`config.mk`:
```
export PLATFORM = sky130hd
export DESIGN_NAME = par_to_ser
export DESIGN_NICKNAME = d
export VERILOG_FILES = /design/src/logic/dat_phys_pkg.sv /design/src/logic/par_to_ser.sv
export SDC_FILE = /design/constraint.sdc
export NUM_CORES = 1
export LEC_CHECK = 0
export BUFFER_PORTS_ARGS = -buffer_cell sky130_fd_sc_hd__buf_2
export CAP_MARGIN = 30
export CORE_AREA = 2 2 72 74
export CTS_BUF_LIST = sky130_fd_sc_hd__clkbuf_16
export DETAILED_ROUTE_END_ITERATION = 8
export DIE_AREA = 0 0 74 76
export GPL_TIMING_DRIVEN = 1
export PLACE_DENSITY = 0.77
export SETUP_SLACK_MARGIN = 0.3
export SYNTH_ARGS = -nofsm -noshare
export SYNTH_HDL_FRONTEND = slang
export SYNTH_SLANG_ARGS = --single-unit
```
`constraint.sdc`:
```
create_clock -name sd_clock -period 1.43 [get_ports sd_clock]
set_input_delay 0 -clock sd_clock [delete_from_list [all_inputs] [get_ports sd_clock]]
set_output_delay 0 -clock sd_clock [all_outputs]
set_load 0.02 [all_outputs]
```
`src/logic/dat_phys_pkg.sv`:
```
package dat_phys_pkg;

	// frame geometry
	localparam int data_frame_width = 50;
	localparam int data_width = 32;
	localparam int fill_width = 16;
	localparam int frame_count_width = 8;
	localparam int block_width = 4;

	// status token from the card after a written block
	localparam int token_width = 3;
	localparam logic [token_width-1:0] token_accepted = 3'b010;

	typedef struct packed {
		logic start_bit;
		logic [data_width-1:0] data;
		logic [fill_width-1:0] fill;
		logic end_bit;
	} data_view_t;

	// token is shifted in from the low end
	typedef struct packed {
		logic [data_frame_width-token_width-1:0] unused;
		logic [token_width-1:0] token;
	} token_view_t;

	typedef union packed {
		data_view_t data_view;
		token_view_t token_view;
	} rx_frame_t;

endpackage

```
`src/logic/par_to_ser.sv`:
```
`timescale 1ns/100ps

module par_to_ser
	import dat_phys_pkg::*;
#(
	parameter int frame_width = data_frame_width
) (
	input  logic sd_clock,
	input  logic arst_n,
	input  logic enable,
	input  logic load_send,
	input  logic [frame_width-1:0] parallel,
	output logic serial,
	output logic complete
);

	logic [frame_width-1:0] shift_q;
	logic [frame_count_width-1:0] count_q;

	// msb first
	assign serial = shift_q[frame_width-1];

	// flags the cycle that carries the last bit
	assign complete = enable && (count_q == frame_count_width'(frame_width - 1));

	always_ff @(posedge sd_clock) begin
		if (load_send) begin
			shift_q <= parallel;
		end else if (enable) begin
			// line idles high behind the frame
			shift_q <= {shift_q[frame_width-2:0], 1'b1};
		end
	end

	always_ff @(posedge sd_clock or negedge arst_n) begin
		if (!arst_n) begin
			count_q <= '0;
		end else if (load_send) begin
			count_q <= '0;
		end else if (enable) begin
			count_q <= count_q + 1'b1;
		end
	end

endmodule

```
Word level (Yosys, flattened, before mapping)
Cells that the tools add are included.

Multiply operators: 0. Bitwise operators: 0. Order comparisons: 0. Multiplexer cells: 4. Div/mod/pow operators: 0. Shift operators: 0. Equality and inequality tests: 1. Add/subtract/negate cells: 1. Reduce and logical (&&, ||, !) cells: 2.

Operators by type and width (number): $mux 50 (2); $mux 8 (2); $add 8x1->8 const B (1); $eq 8x6->1 const B (1); $reduce_bool 2->1 (1); $logic_and 1x1->1 (1).

Memories: 0. Bits in latches: 0. Output and inout port bits: 2. Word-level logic and storage cells: 10. Bits in read-only memories: 0. Register bits after elaboration: 58. Bits in writable memories: 0.

Depth between registers and ports, before layout
Word-level depth: 3. Mapped depth: 4.

Worst setup path before layout
OpenSTA, ideal clock, no wires.

Kind: in2reg. Start: input load_send. End: register shift_q[0], enable pin. Data required time: 1044 ps. Arrival: 1243 ps. Setup slack: -199 ps. Stages: 4. Setup time: 386 ps. Cell sequence: clkbuf_1 buf_2 buf_2 or2_2.

Longest elaborated chain between the ends: 1.

RTL lines: start, declared (RTL line par_to_ser.sv:11) `input logic load_send,`; $reduce_bool 2->1 (no line); end signal, assigned (RTL line par_to_ser.sv:28) `shift_q <= parallel;`; end signal, assigned (RTL line par_to_ser.sv:31) `shift_q <= {shift_q[frame_width-2:0], 1'b1};`; end, declared (RTL line par_to_ser.sv:17) `logic [frame_width-1:0] shift_q;`.

Every way passes these cells. A chain may end at the register's enable or synchronous reset.

Worst setup path after layout
Start: register count_q[1]. End: output complete.

Longest elaborated chain between the ends: 2.

RTL lines: start, declared (RTL line par_to_ser.sv:18) `logic [frame_count_width-1:0] count_q;`; start signal, assigned (RTL line par_to_ser.sv:41) `count_q <= count_q + 1'b1;`; $eq 8x6->1 (RTL line par_to_ser.sv:24) `assign complete = enable && (count_q == frame_count_width'(frame_width - 1));`; $logic_and 1x1->1 (RTL line par_to_ser.sv:24); end, declared (RTL line par_to_ser.sv:14) `output logic complete`.

Every way passes these cells.

==> out/qor.csv <==
metric;value;unit
status;complete, no violations;
WHS Endpoint;shift_q[10]$_DFFE_PP_;
FF-to-FF path depth;3;
Die Y;76;µm
synth unique cells;24;
port buffer count;55;
kind of critical path;reg -> out;
Hold Path Depth;2;
synthesized instance count;150;
Global Route Usage Sum;19.4;%
CP max FO;2;
max_slew headroom;78.5;%
htree depth;3;
Via density;4.92;
dpl ws;0.110;ns
FF-to-FF End;count_q[7]$_DFFE_PN0P_;
part of the Yosys area used for sequential elements;67.8;%
main area contributors after synthesis;edfxtp_1, mux2_2, dfrtp_1;
drt total wl;5050;µm
Hold Crit Class;in -> reg;
Worst Setup Start Kind;register;
Post-Syn Area;2510;µm²
YS warnings;0;
RSZ-0062 raised after global routing;true;
core area;4910;µm²
VDD IR max;0.704;mV
period utilization;93.1;%
Pins Over Slew Limit;0;
Syn Nets;206;
min Tclk post-route;1.33;ns
Leak;0.00147;µW
critical path data required time;1.43;ns
r2r setup slk;0.16;ns
Slowest cell on crit path;dfrtp_1;
I/O pins;56;
Max stage delay on crit path;0.38;ns
Clock Sinks;58;
hold slack;0.00442;ns
CTS Buf Count;9;
DIE WIDTH;74;µm
Syn Area/Cell;16.7;µm²
DR WL/cell;15.0;µm
P per Cell Area;1180;nW/µm²
Die ar.;5620;µm²
grt total ovfl;0;
Synth Register Bits;58;
commonest non-fill, non-tap cells in the layout;buf_2, edfxtp_1, mux2_2;
clk buf depth;2;
met3 GRT Util;4.10;%
Nets;318;
met1 usage;20.6;%
fmax;751;MHz
post-route ant nets;0;
worst-skew pair later-pin latency;0.31;ns
fin worst setup slack;0.0988;ns
Worst-Margin Slew;0.322;ns
crit path buf inv count;2;
crit path DAT;1.33;ns
Hold Crit Start;parallel[10];
met2 Use GR;34.5;%
Yosys top cell by area;edfxtp_1;
vias in the first global route;1807;
busiest grt layer;met2;
Layout area overhead;46.5;%
# setup viols final;0;
Crit. End Element;output pin;
Final Hold Fails;0;
Root Driver;clkbuf_16;
drt drc;0;
crit path cell chain;inv_1, ha_2, nand3_2, nor4_2, buf_2;
post-synth top area share;59.8;%
Setup Skew;0.00527;ns
Clock transition at path regs;0.05;ns
largest net degree at the start of global routing;27;
number of max-cap violations;0;
commonest non-fill, non-tap cell in the layout;buf_2;
r2r startpoint;count_q[4]$_DFFE_PN0P_;
ant diodes;0;
CTS tree;built;
layout cells sized above 1;50.9;%
RePlAce Congestion;0.769;
via count;1659;
CP top delay family;flip-flops;
Starting Density;51.1;%
global-route wire length before repair;7960;µm
detailed-router iteration count before antenna repair;4;
site row count;26;
drt initial violations;79;
dpl hpwl;3030;µm
initial antenna violation count;0;
setup tns final;0;ns
how the worst max path moves through the flow:
stage	from	slack, ns	cells past startpoint	endpoint
3_5_place_dp	count_q[2]$_DFFE_PN0P_	0.11	3	count_q[7]$_DFFE_PN0P_
2_1_floorplan	count_q[2]$_DFFE_PN0P_	0.23	3	count_q[7]$_DFFE_PN0P_
6_report	count_q[1]$_DFFE_PN0P_	0.1	5	complete
5_1_grt	count_q[1]$_DFFE_PN0P_	0.02	5	complete
4_1_cts	count_q[1]$_DFFE_PN0P_	0.09	5	complete
3_3_place_gp	count_q[2]$_DFFE_PN0P_	0.19	3	count_q[7]$_DFFE_PN0P_
repair_timing:
item,in CTS,in global routing
pin swaps,4,4
hold buffers,43,1
resized for setup,5,2
buffers inserted,5,0
setup endpoints to repair,5,7
endpoints found under the hold margin,50,1
layout make-up:
class,instances,area [µm²]
Fill cell,280,1230
Sequential cell,58,1700
Multi-Input combinational cell,82,801
Clock buffer,9,225
Clock inverter,7,28.8
Timing Repair Buffer,109,823
Inverter,2,7.51
Tap cell,70,87.6
synth_stat cells:
cell and count:
a211oi_1 1, a21oi_1 3, buf_2 7, clkbuf_1 1, dfrtp_1 8, edfxtp_1 50, ha_1 2, inv_1 2
mux2_2 49, nand2_1 2, nand2b_1 1, nand3_1 3, nand4_1 2, nand4_2 1, nor2_1 6, nor4_1 1
o21ai_0 2, o31ai_1 1, or2_2 1, or3_1 1, or3_2 1, or4_1 1, xnor2_1 1, xor2_1 3
cells by family after synthesis:
kind of cell / Yosys count / synth area share (%)
multiplexers: 49 / 22.0
AO/OA/AOI/OAI: 7 / 1.60
AND/OR/NAND/NOR: 20 / 4.39
flip-flops: 58 / 67.8
XOR/XNOR: 4 / 1.40
adder cells (fa/ha/maj): 2 / 0.997
buffers and inverters: 10 / 1.84
power by group:
part | internal (µW) | switching [µW] | total, µW
Sequential | 2040 | 48.4 | 2090
Clock | 1130 | 646 | 1770
Combinational | 298 | 171 | 469
routing by layer:
layer	vias to the layer above	share of wire [%]
met1	804	38
met2	48	55
met4	0	2.0
met3	9	4.2
li1	798	-
met5	-	0
metrics by stage:
stage,cell area [µm²],cells,util (%),power [µW]
final,3680,337,74.9,4330
after global routing,3680,337,74.9,4510
after CTS,3660,336,74.6,4370
after detailed placement,2920,272,59.4,2470
after global placement,2920,272,59.4,2440
after floorplan,2550,150,-,2330
registers in the layout, indices dropped and copies added (netlist names):
register  count
count_q       8
shift_q      50
(Power assumes the default switching activity.)
