==> config.mk <==
export PLATFORM = sky130hd
export DESIGN_NAME = dat_phys_controller
export DESIGN_NICKNAME = d
export VERILOG_FILES = /design/src/logic/dat_phys_pkg.sv /design/src/logic/dat_phys_controller.sv
export SDC_FILE = /design/constraint.sdc
export NUM_CORES = 1
export LEC_CHECK = 0
export BUFFER_PORTS_ARGS = -buffer_cell sky130_fd_sc_hd__clkbuf_2
export CAP_MARGIN = 5
export CORE_MARGIN = 3
export CORE_UTILIZATION = 52
export DETAILED_ROUTE_END_ITERATION = 8
export GPL_TIMING_DRIVEN = 0
export PLACE_DENSITY = 0.82
export SLEW_MARGIN = 10
export SYNTH_ARGS = -nofsm -noshare
export SYNTH_HDL_FRONTEND = slang
export SYNTH_SLANG_ARGS = --single-unit
==> constraint.sdc <==
create_clock -name sd_clock -period 3.69 [get_ports sd_clock]
set_clock_uncertainty 0.15 [all_clocks]
set_input_delay 0.5535 -clock sd_clock [delete_from_list [all_inputs] [get_ports sd_clock]]
set_output_delay 0.5535 -clock sd_clock [all_outputs]
set_load 0.01 [all_outputs]
==> src/logic/dat_phys_pkg.sv <==
package dat_phys_pkg;

	// frame geometry
	localparam int data_frame_width = 50;
	localparam int data_width = 32;
	localparam int fill_width = 16;
	localparam int frame_count_width = 8;
	localparam int block_width = 4;

	// status token from the card after a written block
	localparam int token_width = 3;
	localparam logic [token_width-1:0] token_accepted = 3'b010;

	typedef struct packed {
		logic start_bit;
		logic [data_width-1:0] data;
		logic [fill_width-1:0] fill;
		logic end_bit;
	} data_view_t;

	// token is shifted in from the low end
	typedef struct packed {
		logic [data_frame_width-token_width-1:0] unused;
		logic [token_width-1:0] token;
	} token_view_t;

	typedef union packed {
		data_view_t data_view;
		token_view_t token_view;
	} rx_frame_t;

endpackage

==> src/logic/dat_phys_controller.sv <==
`timescale 1ns/100ps

module dat_phys_controller
	import dat_phys_pkg::*;
#(
	parameter int timeout_width = 64
) (
	input  logic sd_clock,
	input  logic arst_n,
	input  logic strobe_in,
	input  logic ack_in,
	input  logic idle_in,
	input  logic [timeout_width-1:0] timeout_reg,
	input  logic [block_width-1:0] blocks,
	input  logic write_read,
	input  logic multiple,
	input  logic status,
	input  logic tx_complete,
	input  logic rx_complete,
	input  rx_frame_t rx_frame,
	output logic serial_ready,
	output logic complete,
	output logic ack_out,
	output logic data_timeout,
	output logic data_error,
	output logic read_enable,
	output logic write_enable,
	output logic [data_width-1:0] data_to_fifo,
	output logic load_send,
	output logic enable_tx,
	output logic enable_rx,
	output logic shift_reset,
	output logic [frame_count_width-1:0] framesize,
	output logic pad_output,
	output logic pad_enable
);

	localparam logic [3:0] st_idle = 4'd0;
	localparam logic [3:0] st_fetch = 4'd1;
	localparam logic [3:0] st_load = 4'd2;
	localparam logic [3:0] st_send = 4'd3;
	localparam logic [3:0] st_turnaround = 4'd4;
	localparam logic [3:0] st_wait_token = 4'd5;
	localparam logic [3:0] st_wait_data = 4'd6;
	localparam logic [3:0] st_push = 4'd7;
	localparam logic [3:0] st_done = 4'd8;
	localparam logic [3:0] st_ack = 4'd9;

	logic [3:0] state;
	logic [3:0] state_next;
	logic [block_width-1:0] blocks_left;
	logic [timeout_width-1:0] wait_count;
	logic write_q;
	logic waiting;
	logic last_block;
	logic token_ok;
	logic timed_out;
	logic start;
	logic next_block;

	assign waiting = (state == st_wait_token) || (state == st_wait_data);
	assign last_block = (blocks_left <= 1);
	assign token_ok = (rx_frame.token_view.token == token_accepted);
	assign timed_out = waiting && (wait_count == timeout_reg);

	always_comb begin
		state_next = state;
		case (state)
			st_idle: begin
				if (strobe_in) begin
					state_next = write_read ? st_fetch : st_wait_data;
				end
			end
			// hold here while the transmit FIFO is empty
			st_fetch: begin
				if (status) begin
					state_next = st_load;
				end
			end
			st_load: state_next = st_send;
			st_send: begin
				if (tx_complete) begin
					state_next = st_turnaround;
				end
			end
			st_turnaround: state_next = st_wait_token;
			st_wait_token: begin
				if (rx_complete) begin
					state_next = (token_ok && !last_block) ? st_fetch : st_done;
				end else if (timed_out) begin
					state_next = st_done;
				end
			end
			st_wait_data: begin
				if (rx_complete) begin
					state_next = st_push;
				end else if (timed_out) begin
					state_next = st_done;
				end
			end
			st_push: state_next = last_block ? st_done : st_wait_data;
			st_done: begin
				if (ack_in) begin
					state_next = st_ack;
				end
			end
			st_ack: state_next = st_idle;
			default: state_next = st_idle;
		endcase
		// abort wins over everything
		if (idle_in) begin
			state_next = st_idle;
		end
	end

	assign start = (state == st_idle) && (state_next != st_idle);
	assign next_block = ((state == st_wait_token) && (state_next == st_fetch)) ||
		((state == st_push) && (state_next == st_wait_data));

	always_ff @(posedge sd_clock or negedge arst_n) begin
		if (!arst_n) begin
			state <= st_idle;
			blocks_left <= '0;
			write_q <= 1'b0;
			data_timeout <= 1'b0;
			data_error <= 1'b0;
		end else begin
			state <= state_next;
			if (start) begin
				blocks_left <= multiple ? blocks : block_width'(1);
				write_q <= write_read;
				data_timeout <= 1'b0;
				data_error <= 1'b0;
			end else if (next_block) begin
				blocks_left <= blocks_left - 1'b1;
			end
			if (state_next == st_done) begin
				if (state == st_wait_token && rx_complete && !token_ok) begin
					data_error <= 1'b1;
				end
				if (waiting && !rx_complete) begin
					data_timeout <= 1'b1;
				end
			end
		end
	end

	// counts the whole wait for a token or a frame
	always_ff @(posedge sd_clock or negedge arst_n) begin
		if (!arst_n) begin
			wait_count <= '0;
		end else if (waiting) begin
			wait_count <= wait_count + 1'b1;
		end else begin
			wait_count <= '0;
		end
	end

	assign serial_ready = (state == st_idle);
	assign complete = (state == st_done);
	assign ack_out = (state == st_ack);
	assign read_enable = (state == st_fetch) && status;
	assign load_send = (state == st_load);
	assign enable_tx = (state == st_send);
	assign enable_rx = waiting;
	assign write_enable = (state == st_push);
	assign data_to_fifo = rx_frame.data_view.data;

	// receiver cleared before every capture
	assign shift_reset = (state == st_idle) || (state == st_turnaround) || (state == st_push);

	assign framesize = (state == st_wait_token) ? frame_count_width'(token_width) :
		frame_count_width'(data_frame_width);

	assign pad_output = write_q;
	assign pad_enable = (state == st_send);

endmodule

# After elaboration in Yosys (flattened, before gate mapping)
# Index checks and enable logic that the tools add are counted.
[word_totals]
reg_bits = 75
in_bits = 128
wordCells = 65
[classes]
n_addsub = 2
n_lt_le_gt_ge = 1
eq_ne = 14
mux = 23
reduce_logical = 19
[op_table]
columns = ["operator", "count"]
rows = [
  ["adder 64 x 1 -> 64 bit (second input constant)", 1],
  ["== test 64 bit", 1],
  ["two-way mux 64 bit", 1],
  ["two-way mux 4 bit", 13],
  ["case mux 4 bit (9 select lines)", 1],
  ["== test 4 x 3 -> 1 bit (second input constant)", 5],
  ["== test 4 bit (second input constant)", 3],
  ["logical AND 1 bit", 9],
  ["== test 4 x 1 -> 1 bit (second input constant)", 2],
  ["== test 4 x 2 -> 1 bit (second input constant)", 2],
  ["two-way mux 1 bit", 6],
  ["two-way mux 6 bit", 1],
  ["<= comparator 4 x 1 -> 1 bit (second input constant)", 1],
  ["logical NOT 4 bit", 1],
  ["logical OR 1 bit", 4],
  ["nonzero test 4 bit", 1],
  ["subtractor 4 x 1 -> 4 bit (second input constant)", 1],
  ["== test 3 x 2 -> 1 bit (second input constant)", 1],
  ["logical NOT 1 bit", 3],
  ["two-way mux 3 bit", 1],
  ["nonzero test 2 bit", 1],
]

# Depth between registers and ports, before layout
[depth]
word_depth = 12
depth_mapped = 11

# Least setup slack after synthesis
# Ideal clock, no wire load.
[synth_path]
kind = "input to register"
start = "input port timeout_reg[53]"
end = "register blocks_left[3]"
arrival_time_ps = 2433
required_ps = 3407
path_slack_ps = 973
stages = 8
n_path_buf = 0
cell_sequence = "xor2_1 -> or4_4 -> nor4b_4 -> nand4_2 -> nor3_4 -> o2111ai_2 -> a211oi_1 -> a311oi_1"
[synth_between]
elab_chain_len = 10
[synth_lines]
columns = ["item", "line", "source"]
rows = [
  ["start: declaration", "dat_phys_controller.sv:13", "input logic [timeout_width-1:0] timeout_reg,"],
  ["== test 64 bit (*)", "dat_phys_controller.sv:64", "assign timed_out = waiting && (wait_count == timeout_reg);"],
  ["logical AND 1 bit (*)", "dat_phys_controller.sv:64", ""],
  ["two-way mux 4 bit (*)", "dat_phys_controller.sv:90, dat_phys_controller.sv:97", ""],
  ["two-way mux 4 bit (on tied branches)", "dat_phys_controller.sv:95, dat_phys_controller.sv:88", ""],
  ["case mux 4 bit (9 select lines) (*)", "dat_phys_controller.sv:68", "case (state)"],
  ["two-way mux 4 bit (*)", "dat_phys_controller.sv:111", "if (idle_in) begin"],
  ["== test 4 x 1 -> 1 bit or == test 4 x 3 -> 1 bit (tied branches)", "dat_phys_controller.sv:117, dat_phys_controller.sv:118", ""],
  ["logical AND 1 bit (on tied branches)", "dat_phys_controller.sv:117, dat_phys_controller.sv:118", ""],
  ["logical OR 1 bit", "dat_phys_controller.sv:117", "assign next_block = ((state == st_wait_token) && (state_next == st_fetch)) ||"],
  ["nonzero test 2 bit (no source line)", "n/a", ""],
  ["end signal: assignment", "dat_phys_controller.sv:130", "blocks_left <= multiple ? blocks : block_width'(1);"],
  ["end signal: assignment", "dat_phys_controller.sv:135", "blocks_left <= blocks_left - 1'b1;"],
  ["end: declaration", "dat_phys_controller.sv:51", "logic [block_width-1:0] blocks_left;"],
]
# Every way passes the cells marked *; elsewhere a longest branch is shown, timed or not.
# A chain may end at the register's enable or synchronous reset.

# Final worst setup path
[layout_path]
start = "register state[0]"
end = "register blocks_left[3]"
[layout_between]
elab_chain_len = 11
[layout_lines]
columns = ["item", "line", "source"]
rows = [
  ["start: declaration", "dat_phys_controller.sv:49", "logic [3:0] state;"],
  ["start signal: assignment", "dat_phys_controller.sv:122", "state <= st_idle;"],
  ["start signal: assignment", "dat_phys_controller.sv:128", "state <= state_next;"],
  ["== test 4 x 3 -> 1 bit (on tied branches)", "dat_phys_controller.sv:61, dat_phys_controller.sv:68, dat_phys_controller.sv:117", ""],
  ["logical OR 1 bit", "dat_phys_controller.sv:61", "assign waiting = (state == st_wait_token) || (state == st_wait_data);"],
  ["logical AND 1 bit", "dat_phys_controller.sv:64", ""],
  ["two-way mux 4 bit", "dat_phys_controller.sv:90, dat_phys_controller.sv:97", ""],
  ["two-way mux 4 bit (on tied branches)", "dat_phys_controller.sv:95, dat_phys_controller.sv:88", ""],
  ["case mux 4 bit (9 select lines)", "dat_phys_controller.sv:68", ""],
  ["two-way mux 4 bit", "dat_phys_controller.sv:111", ""],
  ["== test 4 x 1 -> 1 bit or == test 4 x 3 -> 1 bit (tied branches)", "dat_phys_controller.sv:117, dat_phys_controller.sv:118", ""],
  ["logical AND 1 bit (on tied branches)", "dat_phys_controller.sv:117, dat_phys_controller.sv:118", ""],
  ["logical OR 1 bit", "dat_phys_controller.sv:117", ""],
  ["nonzero test 2 bit (no source line)", "n/a", ""],
]
# Several ways; a longest one is shown, not always the timed one.

==> flow_metrics.tcl <==
set metrics [dict create \
    status "complete, no violations" \
    synth_ff_type "dfrtp_1" \
    syn-instance-count 608 \
    ir_drop_v 0.0002195 \
    end_kind "flip-flop" \
    fin_tns_setup_ps 0 \
    slowest_delay_ps 470 \
    overflow 0 \
    crit_slowest_cell "clkbuf_1" \
    crit_type "reg -> reg" \
    ys_ff_latch 75 \
    r2r_slack_ps 660 \
    syn2layout_area_growth_pct 19.46 \
    p_leak_nw 2.884 \
    antenna_found_initial 0 \
    vias_per_cell 5.589 \
    dp_slack_ps 594.2 \
    cp_data_required_time_ps 3760 \
    critical_path_peak_fanout 10 \
    fp.dieW_um 107.5 \
    stdcell_area_mm2 0.006399 \
    totalPowerFinal_mw 2.351 \
    p_per_area_mw_per_mm2 367.4 \
    avgSynthCellArea_um2 8.810 \
    cts_tree "yes" \
    post_cts_buffers 0 \
    io_buffers 128 \
    regToRegStartpoint "state[0]$_DFF_PN0_" \
    finalHoldViolations 0 \
    vias 4963 \
    cts-root-buf "clkbuf_8" \
    hp-class "in -> async" \
    die_h_um 107.5 \
    fmax_mhz 330.4 \
    cts_buffer_depth 2 \
    reg2reg_depth 10 \
    grt_pass1_vias 4759 \
    clk_pin_slew_ps 70 \
    placed_cell_area_mm2 0.006205 \
    pin_count 181 \
    mostFrequentLayoutCell "clkbuf_2" \
    synth-edff-count 0 \
    htree_num_levels 3 \
    final_cell_mix "clkbuf_2, nor2_1, dfrtp_1, xor2_1, xnor2_1" \
    clock_latency_ps 360 \
    antenna_cells 0 \
    cts_hold_buf 0 \
    finalCriticalPeriod_ps 3026 \
    drc_errors 0 \
    period_share 0.8201 \
    synthArstFlopShare 1.000 \
    coreArea_mm2 0.009910 \
    rsz0062_at_grt "false" \
    place.gp.congestion 0.9096 \
    arrival_ps 3100 \
    path_cells "nor2b_1 > o21ai_1 > clkbuf_1 > inv_2 > nand4_1 > nor4_1 > a21oi_2 > o2111ai_2 > a211oi_1 > a311oi_1" \
    drive_gt1_frac 0.2768 \
    cts_sinks 75 \
    cts-resized-gates 0 \
    yosysWarnings 0 \
    finalMaxSlewViolations 0 \
    grt_max_degree 46 \
    initial_core_util 0.5405 \
    first_pass_iters 5 \
    synth_area_mm2 0.005356 \
    wl_per_cell_um 16.63 \
    grt_pass1_wl_um 23120 \
    setup_viol 0 \
    rr_endpoint "blocks_left[3]$_DFFE_PN0P_" \
    max_slew.worst_pin.slew_ps 678.9 \
    rows 36 \
    place_hpwl_um 11830 \
    nNetsFinal 882 \
    slew-limit-headroom 0.5457 \
    numCtsBuffers 9 \
    seq_area_frac_synth 0.3504 \
    drt-total-wl_um 14760 \
    postRouteAntennaNets 0 \
    yosysUniqueCellTypes 64 \
    maxCapViolCount 0 \
    final_core_utilization 0.6457 \
    worst_slack_ps 663.8 \
    initialDrtViolationCount 404 \
    fp.dieArea_mm2 0.01155 \
    startpoint_type "flip-flop" \
    track_usage 0.2549 \
]
## cells by family after synthesis
kind of cell    after synthesis  synth area share
other cells                   2          0.001402
simple gates                271            0.2894
fa+ha+maj                     3          0.007008
xor+xnor                    120            0.1962
flops                        75            0.3504
compound gates               53           0.06681
buf+inv                      84           0.08876
## synth_stat cells (all sizes together) (4+ instances only)
library cell  instances  area, um2
nor2                 84      315.3
dfrtp                75       1877
xor2                 65      569.3
xnor2                55      481.7
buf                  44      325.3
nand4                39      286.5
nand2                38      142.6
inv                  23      86.33
clkbuf               17      63.81
nand3                16      80.08
nor4                 16      142.6
a21oi                15      78.83
nor3                 14      86.34
o21ai                13      65.06
and4                 10      92.59
and2                  8      50.05
and3                  8      55.05
or4                   8      71.32
nand2b                7      43.79
nor2b                 5      31.28
or3                   5      31.28
or2                   4      25.03
## worst max-delay path by stage
| stage | start | endpoint | slack [ps] | cells after the start |
|---|---|---|---|---|
| 2_1_floorplan | timeout_reg[53] | blocks_left[3]$_DFFE_PN0P_ | 970 | 8 |
| 5_1_grt | blocks_left[0]$_DFFE_PN0P_ | blocks_left[2]$_DFFE_PN0P_ | 440 | 10 |
| 3_3_place_gp | timeout_reg[53] | blocks_left[3]$_DFFE_PN0P_ | 650 | 9 |
| 4_1_cts | state[0]$_DFF_PN0_ | blocks_left[3]$_DFFE_PN0P_ | 690 | 10 |
| 3_5_place_dp | timeout_reg[53] | blocks_left[3]$_DFFE_PN0P_ | 590 | 9 |
| 6_report | state[0]$_DFF_PN0_ | blocks_left[3]$_DFFE_PN0P_ | 660 | 10 |
## registers in the layout (all words and copies together) (netlist names)
signal	flops
wait_count	64
data_error	1
pad_output	1
data_timeout	1
blocks_left	4
state	4
## layout make-up
class,count,area [um2]
plain buffers,61,389.1
clock buffers,13,158.9
clock inverters,2,35.03
fillers,858,3511
inverters,23,86.33
multi-input cells,452,3015
flip-flops and latches,75,1877
well taps,133,166.4
repair buffers,129,670.6
## worst max-delay path, delay by kind of cell, from the launching register on
kind,cells,cell delay (ps)
AOI/OAI and AO/OA,5,1220
buffers and inverters,2,640
DFF,1,440
and+or+nand+nor,3,440
## where the power goes
group,switching [mW],total [mW],internal (mW)
logic,0.499,0.812,0.313
registers,0.0374,0.898,0.860
clock network,0.296,0.642,0.345
total,0.833,2.35,1.52
## metal layers
layer  up-vias  track usage  routed length, um
li1       2329            -                  -
met1      2358       0.3241               5917
met2       246       0.4321               7151
met3        30      0.03719               1267
met4         0       0.1082                427
met5         -            0                  0
## per-stage QoR
step | hold WS (ps) | instances
after floorplan | 107.9 | 611
after global placement | 344.5 | 872
after detailed placement | 347.1 | 873
after CTS | 17.82 | 888
after global routing | 36.74 | 888
final | 14.74 | 888
Power figures use the tool's default switching activity.
