[config.mk]
export PLATFORM = sky130hd
export DESIGN_NAME = ser_to_par
export DESIGN_NICKNAME = d
export VERILOG_FILES = /design/src/logic/dat_phys_pkg.sv /design/src/logic/ser_to_par.sv
export SDC_FILE = /design/constraint.sdc
export NUM_CORES = 1
export LEC_CHECK = 0
export BUFFER_PORTS_ARGS = -buffer_cell sky130_fd_sc_hd__buf_2
export CAP_MARGIN = 20
export CORE_MARGIN = 2
export CORE_UTILIZATION = 57
export DETAILED_ROUTE_END_ITERATION = 10
export GPL_TIMING_DRIVEN = 0
export PLACE_DENSITY = 0.89
export SLEW_MARGIN = 5
export SYNTH_ARGS = -nofsm -noshare
export SYNTH_HDL_FRONTEND = slang
export SYNTH_SLANG_ARGS = --single-unit
[constraint.sdc]
create_clock -name sd_clock -period 4.3 [get_ports sd_clock]
set_clock_uncertainty 0.05 [all_clocks]
set_input_delay 0 -clock sd_clock [delete_from_list [all_inputs] [get_ports sd_clock]]
set_output_delay 0 -clock sd_clock [all_outputs]
set_load 0.01 [all_outputs]
[src/logic/dat_phys_pkg.sv]
package dat_phys_pkg;

	// frame geometry
	localparam int data_frame_width = 50;
	localparam int data_width = 32;
	localparam int fill_width = 16;
	localparam int frame_count_width = 8;
	localparam int block_width = 4;

	// status token from the card after a written block
	localparam int token_width = 3;
	localparam logic [token_width-1:0] token_accepted = 3'b010;

	typedef struct packed {
		logic start_bit;
		logic [data_width-1:0] data;
		logic [fill_width-1:0] fill;
		logic end_bit;
	} data_view_t;

	// token is shifted in from the low end
	typedef struct packed {
		logic [data_frame_width-token_width-1:0] unused;
		logic [token_width-1:0] token;
	} token_view_t;

	typedef union packed {
		data_view_t data_view;
		token_view_t token_view;
	} rx_frame_t;

endpackage

[src/logic/ser_to_par.sv]
`timescale 1ns/100ps

module ser_to_par
	import dat_phys_pkg::*;
#(
	parameter int frame_width = data_frame_width
) (
	input  logic sd_clock,
	input  logic arst_n,
	input  logic enable,
	input  logic reset_shift,
	input  logic [frame_count_width-1:0] framesize,
	input  logic serial,
	output rx_frame_t parallel,
	output logic complete
);

	logic [frame_width-1:0] shift_q;
	logic [frame_count_width-1:0] count_q;
	logic [frame_count_width-1:0] count_next;
	logic hunting;
	logic shift_now;

	// count of zero means no start bit yet
	assign hunting = (count_q == '0);
	assign count_next = count_q + 1'b1;

	// stops by itself once framesize bits are in
	assign shift_now = enable && (hunting ? (serial == 1'b0) : (count_q < framesize));

	assign parallel = shift_q;

	always_ff @(posedge sd_clock) begin
		if (reset_shift) begin
			shift_q <= '0;
		end else if (shift_now) begin
			shift_q <= {shift_q[frame_width-2:0], serial};
		end
	end

	always_ff @(posedge sd_clock or negedge arst_n) begin
		if (!arst_n) begin
			count_q <= '0;
			complete <= 1'b0;
		end else if (reset_shift) begin
			count_q <= '0;
			complete <= 1'b0;
		end else begin
			complete <= shift_now && (count_next == framesize);
			if (shift_now) begin
				count_q <= count_next;
			end
		end
	end

endmodule

======== Word level (Yosys, flattened, before mapping) ========
Cells that the tools add are included.
Widths: inputs -> output; s select.
cells by class
  bitwise logic cells ..................... 1
  muxes and demuxes ....................... 4
  div/mod/pow operators ................... 0
  equal/unequal tests ..................... 1
  multipliers ............................. 0
  shift operators ......................... 0
  $add $sub $neg .......................... 1
  reductions and logical operators ........ 4
  magnitude comparators ................... 1
operators with widths
  cell                 count
  $mux 8               2
  $add 8x1->8 const B  1
  $eq 8x8->1           1
  $logic_not 8->1      1
  $lt 8x8->1           1
  $logic_and 1x1->1    2
  $mux 1               2
  $reduce_bool 2->1    1
  $not 1->1            1
word-level totals
  output and inout port bits .............. 51
  logic and storage cells ................. 15
  memory bits (writable) .................. 0
  register bits ........................... 59
  memories kept ........................... 0
  ROM bits ................................ 0
  input port bits ......................... 13
  latch bits .............................. 0

======== Depth between registers and ports, before layout ========
Gate-level depths: netlist (run 1).
  depth after elaboration ................. 5
  mapped depth ............................ 10
  mapped depth without buffers ............ 8

======== Least setup slack after synthesis (run 1) ========
OpenSTA, ideal clock, no wires.
  path kind ............................... reg-to-reg
  start ................................... register count_q[7]
  end ..................................... register shift_q[20] (netlist: parallel[20])
  library setup time ...................... 0.128 ns
  arrival time ............................ 1.894 ns
  stages on the path, launching flop included .. 10
  setup slack ............................. 2.229 ns
  buffers on the path ..................... 2
  cell sequence ........................... dfrtp_1 ha_1 a21oi_1 o21a_1 nand3_1 o32ai_2 buf_6 buf_6 mux2i_1 nor2_1
between the ends
  longest elaborated chain between the ends .. 3
  elaborated cells on any way between the ends .. 4
  those cells by class .................... order compare: 1; mux: 1; reduce/logical: 2
ends and longest elaborated chain
  what                                                  RTL line                            text
  from (decl)                                           ser_to_par.sv:19                    logic [frame_count_width-1:0] count_q;
  from (signal assigned)                                ser_to_par.sv:51                    count_q <= count_next;
  $lt 8x8->1 / $logic_not 8->1 (equally long branches)  ser_to_par.sv:29, ser_to_par.sv:25
  $mux 1 *                                              ser_to_par.sv:29                    assign shift_now = enable && (hunting ? (serial == 1'b0) : (count_q < framesize));
  $logic_and 1x1->1 *                                   ser_to_par.sv:29
  to (signal assigned)                                  ser_to_par.sv:37                    shift_q <= {shift_q[frame_width-2:0], serial};
  to (decl)                                             ser_to_par.sv:18                    logic [frame_width-1:0] shift_q;
Mark *: on every way between the ends. The rest lies on a longest branch, timed or not.
A chain may end at the register's enable or synchronous reset.

======== Final worst setup path (run 1) ========
  start ................................... register count_q[7]
  end ..................................... register shift_q[23] (netlist: parallel[23])
Same word-level chain as after synthesis.

==> results of run 1 <==
-- registers in the layout, summed over array words and instances, names as in the netlist --
signal and flops:
count_q 8, parallel 50, complete 1
-- cells in the final DEF, fill, tap and decap left out, types with 5 or more instances in the layout --
cell type and n:
a21oi_1 12, buf_2 64, clkbuf_1 6, clkbuf_8 10, dfrtp_1 9, dfxtp_1 50, dlygate4sd3_1 5, ha_1 10
inv_1 13, mux2i_1 51, nand3_1 9, nor2_1 55, xnor2_1 6
-- worst register-to-register path, stage by stage (launching register included) --
cell,delay [ps]
dfrtp_1,440
ha_1,340
a21oi_1,130
o21a_1,180
nand3_1,120
o32ai_2,270
buf_6,230
buf_6,180
mux2i_1,210
nor2_1,50
-- kinds of logic (layout without fill, tap and decap cells) --
kind of cell,count (synthesis),in the layout,synth area share
adder cells (fa/ha/maj),10,10,0.04792
multiplexers,51,51,0.1955
AO/OA/AOI/OAI,26,26,0.06469
flip-flops,59,59,0.4696
buffers and inverters,27,111,0.05079
XOR/XNOR,10,10,0.03354
AND/OR/NAND/NOR,83,83,0.1380
-- synth_stat cells --
cell and number:
a211oi_1 2, o211ai_1 2, o32ai_2 1, dfxtp_1 50, inv_2 1, ha_1 10
o21ai_0 3, or3_1 2, mux2i_1 51, o32ai_1 1, dfrtp_1 9, buf_4 4
nor3_1 4, nand3_1 9, clkbuf_1 6, a21oi_1 12, a311oi_1 1, and3_1 4
o21a_1 1, nand4_1 3, or4_1 1, nand2_1 3, a21o_1 3, buf_6 2
buf_2 1, nor2b_1 1, nor3b_1 1, nor2_1 55, xor2_1 4, xnor2_1 6
inv_1 13
-- per-stage QoR --
step / total power (uW) / hold slack (ps)
global placement: 862.5 / -184.0
global route: 1573 / 33.50
detailed placement: 868.7 / -183.0
floorplan: 814.3 / -345.6
CTS: 1527 / 2.358
finish: 1521 / 15.25
-- area by class of cell --
class	instances	area share
Sequential cell	59	0.3704
Multi-Input combinational cell	180	0.3783
Tap cell	52	0.01965
Inverter	14	0.01587
Buffer	13	0.02419
Timing Repair Buffer	68	0.1104
Clock buffer	11	0.04913
Clock inverter	5	0.03212
-- layer usage --
layer / vias to the layer above / wire, um
li1: 1073 / -
met1: 1001 / 2466
met2: 59 / 2658
met3: 15 / 297
met4: 0 / 174
met5: - / 0
-- power by group --
part	total, uW	internal, uW	switching [uW]	leakage [uW]
combinational	293	138	156	0.000926
clock	661	437	224	0.000131
sequential	566	557	9.88	0.000527
total	1520	1130	389	0.00158
-- worst max path at each step --
stage / start / to / slack [ps] / cells past startpoint
floorplan: count_q[7]$_DFFE_PN0P_ / parallel[20]$_SDFFE_PP0P_ / 2230 / 9
global route: count_q[5]$_DFFE_PN0P_ / parallel[22]$_SDFFE_PP0P_ / 1740 / 9
global placement: count_q[7]$_DFFE_PN0P_ / parallel[22]$_SDFFE_PP0P_ / 1990 / 9
detailed placement: count_q[7]$_DFFE_PN0P_ / parallel[22]$_SDFFE_PP0P_ / 1960 / 9
finish: count_q[7]$_DFFE_PN0P_ / parallel[23]$_SDFFE_PP0P_ / 1960 / 9
CTS: count_q[7]$_DFFE_PN0P_ / parallel[23]$_SDFFE_PP0P_ / 1940 / 9
-- what timing repair did --
action / CTS / global route
hold buffers: 5 / 0
hold endpoints to repair: 11 / 0
buffers inserted: 0 / 0
==> results.sh, run 1 <==
export IMPL_fmax_mhz=427.0
export IMPL_crit_type="reg2reg"
export IMPL_worst_pin_slew_ps=470.6
export IMPL_ant_nets=0
export IMPL_clock_path_buffers=2
export IMPL_crit_family="compound AO/OA/AOI/OAI gates"
export IMPL_first_iter_violations=172
export IMPL_route_detailed_drc=0
export IMPL_regToRegStartpoint="count_q[7]$_DFFE_PN0P_"
export IMPL_rr_worst_depth=9
export IMPL_cts_buffers=9
export IMPL_globalRouteMet2Util=0.3724
export IMPL_grtUsageMet3=0.05485
export IMPL_portBuffers=63
export IMPL_grt_total_usage=0.2330
export IMPL_grt_busiest_layer="met2"
export IMPL_crit_chain="ha_1, a21oi_1, o21a_1, nand3_1, o32ai_2, buf_6, buf_6, mux2i_1, nor2_1"
export IMPL_crit_slowest_cell="dfrtp_1"
export IMPL_htree_levels=3
export IMPL_placed_cells=381
export IMPL_coreArea_um2=4384
export IMPL_die_height_um=71.69
export IMPL_die_area_um2=5139
export IMPL_synth_top_cell_by_area="dfxtp_1"
export IMPL_yosys_area_top_type_share=0.3833
export IMPL_slew_viol_final=0
export IMPL_routed_wl_mm=5.597
export IMPL_overflow=0
export IMPL_antenna_cells=0
export IMPL_grt_setup_unrepaired="false"
export IMPL_r2r_slack_ps=1960
export IMPL_final_core_utilization=0.7551
export IMPL_whs_path_depth=4
export IMPL_setup_violations=0
export IMPL_clk_pin_slew_ps=70
export IMPL_min_path_type="in2reg"
export IMPL_wl_per_cell_um=13.92
export IMPL_yosys_top_cells_area="dfxtp_1, mux2i_1, dfrtp_1"
export IMPL_hpwl_mm=4.019
export IMPL_place_ws_ps=1963
export IMPL_grt_pass1_wl_mm=9.349
export IMPL_multi_input_comb_area_um2=1252
export IMPL_fill_cells=318
export IMPL_yosys_register_bits=59
export IMPL_tritoncts="done"
export IMPL_clkLatencyLatePin_ps=340
export IMPL_critPathRequiredTime_ps=4470
export IMPL_peakVddDrop_mv=0.3684
export IMPL_register_area_um2=1226
export IMPL_cap_violations=0
export IMPL_cts_root_buf="clkbuf_8"
export IMPL_worst_path_buf_inv=2
export IMPL_drive_gt1_frac=0.2514
export IMPL_relSlewSlack=0.6863
export IMPL_synth_cell_types=31
export IMPL_stdcell_count=402
export IMPL_cts_sinks=59
export IMPL_power_density_nw_per_um2=459.3
export IMPL_grt_met1_usage=0.2917
export IMPL_fin_crit_ps=2342
export IMPL_first_global_vias=2102
export IMPL_cp_common_cell="buf_6"
export IMPL_routabilityCongestion=0.8397
export IMPL_vias=2148
export IMPL_worst_setup_path_start_kind="flip-flop"
export IMPL_cp_end_kind="flip-flop"
export IMPL_dieWidth_um=71.69
export IMPL_ys_seq_area_frac=0.4696
export IMPL_holdPathEnd="count_q[3]$_DFFE_PN0P_"
export IMPL_outcome="finished, final reports clean"
export IMPL_critical_path_max_fanout=10
export IMPL_initial_core_util=0.5956
export IMPL_design_area_um2=3311
export IMPL_ios=64
export IMPL_finalSetupTns_ps=0
export IMPL_synth_nets=289
export IMPL_layout_nets=368
export IMPL_postSynthCellCount=266
export IMPL_syn_avg_cell_area_um2=9.817
export IMPL_area_growth_pct=26.79
export IMPL_post_route_period_util=0.5447
export IMPL_leakage_uw=0.001585
export IMPL_hold_viol_final=0
export IMPL_slowest_delay_ps=440
export IMPL_rows=24
export IMPL_vias_per_cell=5.343
export IMPL_worstHoldStart="enable"
export IMPL_yosysWarningCount=0
export IMPL_crit_arrival_ps=2510
export IMPL_setup_ws_ps=1958
export IMPL_drt_pass1_iterations=5
export IMPL_grt_max_degree=12
export IMPL_cts_resized=0
export IMPL_synth_cell_area_um2=2611
export IMPL_antenna_found_initial=0
export IMPL_postPlaceCellArea_um2=2992
export IMPL_r2r_end="parallel[23]$_SDFFE_PP0P_"
Note: power is estimated with default switching activity, not from simulation.
==> run 2: changes to the inputs <==
--- a/config.mk
+++ b/config.mk
@@ -8,10 +8,10 @@
 export BUFFER_PORTS_ARGS = -buffer_cell sky130_fd_sc_hd__buf_2
 export CAP_MARGIN = 20
 export CORE_MARGIN = 2
-export CORE_UTILIZATION = 57
+export CORE_UTILIZATION = 48
 export DETAILED_ROUTE_END_ITERATION = 10
 export GPL_TIMING_DRIVEN = 0
-export PLACE_DENSITY = 0.89
+export PLACE_DENSITY = 0.81
 export SLEW_MARGIN = 5
 export SYNTH_ARGS = -nofsm -noshare
 export SYNTH_HDL_FRONTEND = slang
==> constraint.sdc (replaced) <==
create_clock -name sd_clock -period 2.15 [get_ports sd_clock]
set_clock_uncertainty 0.05 [all_clocks]
set_input_delay 0 -clock sd_clock [delete_from_list [all_inputs] [get_ports sd_clock]]
set_output_delay 0 -clock sd_clock [all_outputs]
set_load 0.01 [all_outputs]
==> results.sh, run 2 (synthesis gave the netlist of run 1 again) <==
export IMPL_layout_nets=381
export IMPL_ant_nets=0
export IMPL_grt_total_usage=0.1957
export IMPL_leakage_uw=0.001625
export IMPL_r2r_slack_ps=80
export IMPL_crit_type="reg2reg"
export IMPL_drive_gt1_frac=0.3139
export IMPL_critical_path_max_fanout=10
export IMPL_slew_viol_final=0
export IMPL_route_detailed_drc=0
export IMPL_hold_worst_slack_ps=12.73
export IMPL_wl_per_cell_um=13.59
export IMPL_worst_pin_slew_ps=540.8
export IMPL_cp_end_kind="flip-flop"
export IMPL_initial_core_util=0.5048
export IMPL_clkLatencyLatePin_ps=320
export IMPL_place_ws_ps=-242.1
export IMPL_hold_viol_final=0
export IMPL_cts_buffers=9
export IMPL_overflow=0
export IMPL_routed_wl_mm=5.842
export IMPL_power_density_nw_per_um2=811.1
export IMPL_power_total_uw=2830
export IMPL_antenna_cells=0
export IMPL_tritoncts="done"
export IMPL_dieWidth_um=77.76
export IMPL_drt_pass1_iterations=4
export IMPL_routabilityCongestion=0.9150
export IMPL_rr_worst_depth=9
export IMPL_vias=2156
export IMPL_vias_per_cell=5.014
export IMPL_clock_path_buffers=2
export IMPL_hpwl_mm=4.006
export IMPL_die_area_um2=6046
export IMPL_fin_crit_ps=2072
export IMPL_portBuffers=63
export IMPL_setup_violations=0
export IMPL_critPathRequiredTime_ps=2300
export IMPL_htree_levels=3
export IMPL_crit_arrival_ps=2220
export IMPL_worst_setup_path_start_kind="flip-flop"
export IMPL_grt_setup_unrepaired="true"
export IMPL_coreArea_um2=5172
export IMPL_ios=64
export IMPL_largest_register_ffs=50
export IMPL_rows=26
export IMPL_setup_ws_ps=78.47
export IMPL_final_cell_mix="buf_2, nor2_1, mux2i_1, dfxtp_1, inv_1"
export IMPL_grt_max_degree=11
export IMPL_peakVddDrop_mv=0.5247
export IMPL_antenna_found_initial=0
export IMPL_regToRegStartpoint="count_q[1]$_DFFE_PN0P_"
export IMPL_startpoint="count_q[1]$_DFFE_PN0P_"
export IMPL_min_path_type="in2async"
export IMPL_endpoint="parallel[14]$_SDFFE_PP0P_"
export IMPL_clk_pin_slew_ps=70
export IMPL_relSlewSlack=0.6395
export IMPL_r2r_end="parallel[14]$_SDFFE_PP0P_"
export IMPL_cts_sinks=59
export IMPL_post_route_period_util=0.9635
export IMPL_layout_commonest_cell="buf_2"
export IMPL_area_growth_pct=33.64
export IMPL_first_global_vias=2046
export IMPL_grt_pass1_wl_mm=9.480
export IMPL_cap_violations=0
export IMPL_finalSetupTns_ps=0
export IMPL_cts_root_buf="clkbuf_8"
export IMPL_die_height_um=77.76
export IMPL_fmax_mhz=482.7
export IMPL_outcome="finished, final reports clean"
export IMPL_first_iter_violations=114
==> run 2: changes by cell type in the layout (fill, tap and decap cells not counted), moves of 2 or more <==
cell and change:
ha_4 +3, a21oi_1 -5, buf_12 +5, dfrtp_2 +4
ha_1 -3, a21oi_2 +5, dfrtp_1 -4, buf_6 +3
buf_4 +6, clkbuf_1 +2, bufinv_16 -3
==> run 2: worst min-delay path by stage <==
stage / from / to / slack [ps]
2_1_floorplan: arst_n / complete$_DFF_PN0_ / -350
3_3_place_gp: arst_n / count_q[3]$_DFFE_PN0P_ / -180
3_5_place_dp: arst_n / count_q[1]$_DFFE_PN0P_ / -170
4_1_cts: arst_n / complete$_DFF_PN0_ / 20
5_1_grt: arst_n / complete$_DFF_PN0_ / 30
6_report: arst_n / complete$_DFF_PN0_ / 10
==> run 2: layout make-up <==
type                            instances  area (um^2)
Tap cell                               70        87.58
Clock buffer                           13        158.9
Inverter                               14        52.55
Multi-Input combinational cell        180         1345
Sequential cell                        59         1231
Fill cell                             413         1683
Buffer                                 13        138.9
Timing Repair Buffer                   81        475.5
==> run 2: timing repair <==
item | CTS | global route
endpoints found under the hold margin | 11 | 0
endpoints found under the setup margin | 56 | 56
pin swaps | 2 | 7
hold buffers | 4 | 0
buffers inserted | 5 | 9
resized for setup | 6 | 30
==> run 2: metrics by stage <==
step / utilization / std cells / area [um^2]
final: 0.6746 / 430 / 3490
after detailed placement: 0.5827 / 399 / 3014
after CTS: 0.6357 / 421 / 3288
after global routing: 0.6746 / 430 / 3490
after global placement: 0.5827 / 399 / 3014
after floorplan: - / 266 / 2611
==> run 2: metal layers <==
metal | GRT usage | up-vias | wire (um)
li1 | - | 1095 | -
met1 | 0.2539 | 995 | 2644
met2 | 0.3069 | 56 | 2838
met3 | 0.03953 | 10 | 254
met4 | 0.1036 | 0 | 104
met5 | 0 | - | 0
==> run 2: report_power, final <==
part	internal [uW]	total, uW	switching [uW]
combinational	470	848	378
sequential	1110	1130	19.3
clock	463	849	386
total	2050	2830	783
==> run 2: worst max-delay path: stages, from the launching register on <==
cell,delay [ps]
dfrtp_1,430
ha_1,280
nor2b_1,120
o211ai_1,180
a21oi_2,120
o32ai_4,200
buf_6,180
buf_12,140
mux2i_1,190
nor2_1,50
==> run 3: changes to the inputs <==
--- a/config.mk
+++ b/config.mk
@@ -7,6 +7,7 @@
 export LEC_CHECK = 0
 export BUFFER_PORTS_ARGS = -buffer_cell sky130_fd_sc_hd__buf_2
 export CAP_MARGIN = 20
+export CORE_ASPECT_RATIO = 1.25
 export CORE_MARGIN = 2
 export CORE_UTILIZATION = 48
 export DETAILED_ROUTE_END_ITERATION = 10
==> results.sh, run 3 (synthesis gave the netlist of run 1 again) <==
export IMPL_outcome="finished with violations"
export IMPL_violations="setup timing"
export IMPL_ios=64
export IMPL_grt_total_usage=0.1878
export IMPL_dieWidth_um=69.97
export IMPL_tritoncts="done"
export IMPL_hold_viol_final=0
export IMPL_area_growth_pct=29.23
export IMPL_routed_wl_mm=5.613
export IMPL_ant_nets=0
export IMPL_first_iter_violations=72
export IMPL_cp_end_kind="flip-flop"
export IMPL_first_global_vias=2090
export IMPL_vias_per_cell=5.116
export IMPL_clock_path_buffers=2
export IMPL_setup_ws_ps=-7.005
export IMPL_layout_commonest_cell="buf_2"
export IMPL_drt_pass1_iterations=4
export IMPL_endpoint="parallel[20]$_SDFFE_PP0P_"
export IMPL_coreArea_um2=5330
export IMPL_power_density_nw_per_um2=844.9
export IMPL_worst_setup_path_start_kind="flip-flop"
export IMPL_portBuffers=63
export IMPL_overflow=0
export IMPL_grt_setup_unrepaired="true"
export IMPL_crit_arrival_ps=2310
export IMPL_largest_register_ffs=50
export IMPL_r2r_end="parallel[20]$_SDFFE_PP0P_"
export IMPL_die_height_um=86.47
export IMPL_clkLatencyLatePin_ps=320
export IMPL_cap_violations=0
export IMPL_setup_violations=2
export IMPL_cts_sinks=59
export IMPL_wl_per_cell_um=13.33
export IMPL_leakage_uw=0.001608
export IMPL_worst_pin_slew_ps=455.5
export IMPL_critPathRequiredTime_ps=2300
export IMPL_stdcell_count=421
export IMPL_antenna_cells=0
export IMPL_cts_root_buf="clkbuf_8"
export IMPL_min_path_type="in2reg"
export IMPL_hpwl_mm=3.988
export IMPL_layout_nets=375
export IMPL_power_total_uw=2851
export IMPL_startpoint="count_q[5]$_DFFE_PN0P_"
export IMPL_slew_viol_final=0
export IMPL_peakVddDrop_mv=0.5809
export IMPL_antenna_found_initial=0
export IMPL_finalSetupTns_ps=-11.78
export IMPL_crit_type="reg2reg"
export IMPL_die_area_um2=6050
export IMPL_vias=2154
export IMPL_rr_worst_depth=9
export IMPL_grt_max_degree=11
export IMPL_post_route_period_util=1.003
export IMPL_drive_gt1_frac=0.2801
export IMPL_fill_cells=466
export IMPL_r2r_slack_ps=-7
export IMPL_initial_core_util=0.4899
export IMPL_critical_path_max_fanout=10
export IMPL_final_cell_mix="buf_2, nor2_1, mux2i_1, dfxtp_1, inv_1"
export IMPL_clk_pin_slew_ps=70
export IMPL_cts_buffers=9
export IMPL_grt_pass1_wl_mm=9.094
export IMPL_route_detailed_drc=0
export IMPL_htree_levels=3
export IMPL_fin_crit_ps=2157
export IMPL_placed_cells=393
export IMPL_fmax_mhz=463.6
export IMPL_routabilityCongestion=0.8121
export IMPL_regToRegStartpoint="count_q[5]$_DFFE_PN0P_"
export IMPL_relSlewSlack=0.6964
export IMPL_rows=30
## run 3: changes by cell type in the layout (fill, tap and decap cells not counted), sizes merged
cell / previous run / this run
bufinv: 0 / 1
clkinvlp: 0 / 1
clkinv: 0 / 2
dlygate4sd3: 4 / 5
clkbuf: 19 / 18
buf: 84 / 77
## run 3: worst max-delay path, stage by stage (launching register included)
cell and delay (ps):
dfrtp_1 400, ha_1 310, a21oi_2 150, o21a_1 200, nand3_2 110, o32ai_4 220
buf_6 180, buf_12 130, mux2i_2 220, nor2_1 50
## run 3: metrics by stage
stage / hold slack [ps] / setup slack, ps / utilization / area, um^2
after floorplan: -345.6 / 78.69 / - / 2611
after global placement: -188.8 / -210.0 / 0.5641 / 3007
after global routing: 60.54 / -123.0 / 0.6331 / 3374
after CTS: 13.63 / -9.434 / 0.6270 / 3342
after detailed placement: -189.4 / -262.1 / 0.5641 / 3007
final: 38.30 / -7.005 / 0.6331 / 3374
## run 3: cell type report
type / instances / area, um^2 / area share
plain buffers: 13 / 96.34 / 0.02855
clock buffers: 12 / 165.2 / 0.04894
clock inverters: 4 / 47.55 / 0.01409
inverters: 14 / 52.55 / 0.01557
multi-input cells: 180 / 1285 / 0.3808
flip-flops and latches: 59 / 1226 / 0.3634
well taps: 64 / 80.08 / 0.02373
repair buffers: 75 / 421.7 / 0.1250
## run 3: what timing repair did
action / in CTS / in global routing
pin swaps: 3 / 5
buffers inserted: 6 / 1
endpoints found under the hold margin: 11 / 0
endpoints found under the setup margin: 56 / 56
resized for setup: 5 / 6
hold buffers: 5 / 0
## run 3: worst min-delay path by stage
stage / from / to / slack (ps) / cells after the start
floorplan: arst_n / complete$_DFF_PN0_ / -350 / 0
global placement: arst_n / complete$_DFF_PN0_ / -190 / 1
detailed placement: arst_n / complete$_DFF_PN0_ / -190 / 1
CTS: enable / count_q[3]$_DFFE_PN0P_ / 10 / 4
global route: enable / count_q[4]$_DFFE_PN0P_ / 60 / 4
finish: enable / count_q[3]$_DFFE_PN0P_ / 40 / 4
## run 3: per-layer routing
metal / vias to the layer above / GRT usage / wire length (um)
met3: 10 / 0.05116 / 283
met1: 1009 / 0.2077 / 2367
met4: 0 / 0.08392 / 89
met5: - / 0 / 0
met2: 57 / 0.3368 / 2872
li1: 1078 / - / -
## run 3: report_power, final
group | total (uW) | leakage, uW | switching, uW | internal (uW)
clock | 1040 | 0.000108 | 414 | 626
sequential | 1130 | 0.000527 | 18.9 | 1110
combinational | 679 | 0.000972 | 336 | 342
total | 2850 | 0.00161 | 769 | 2080
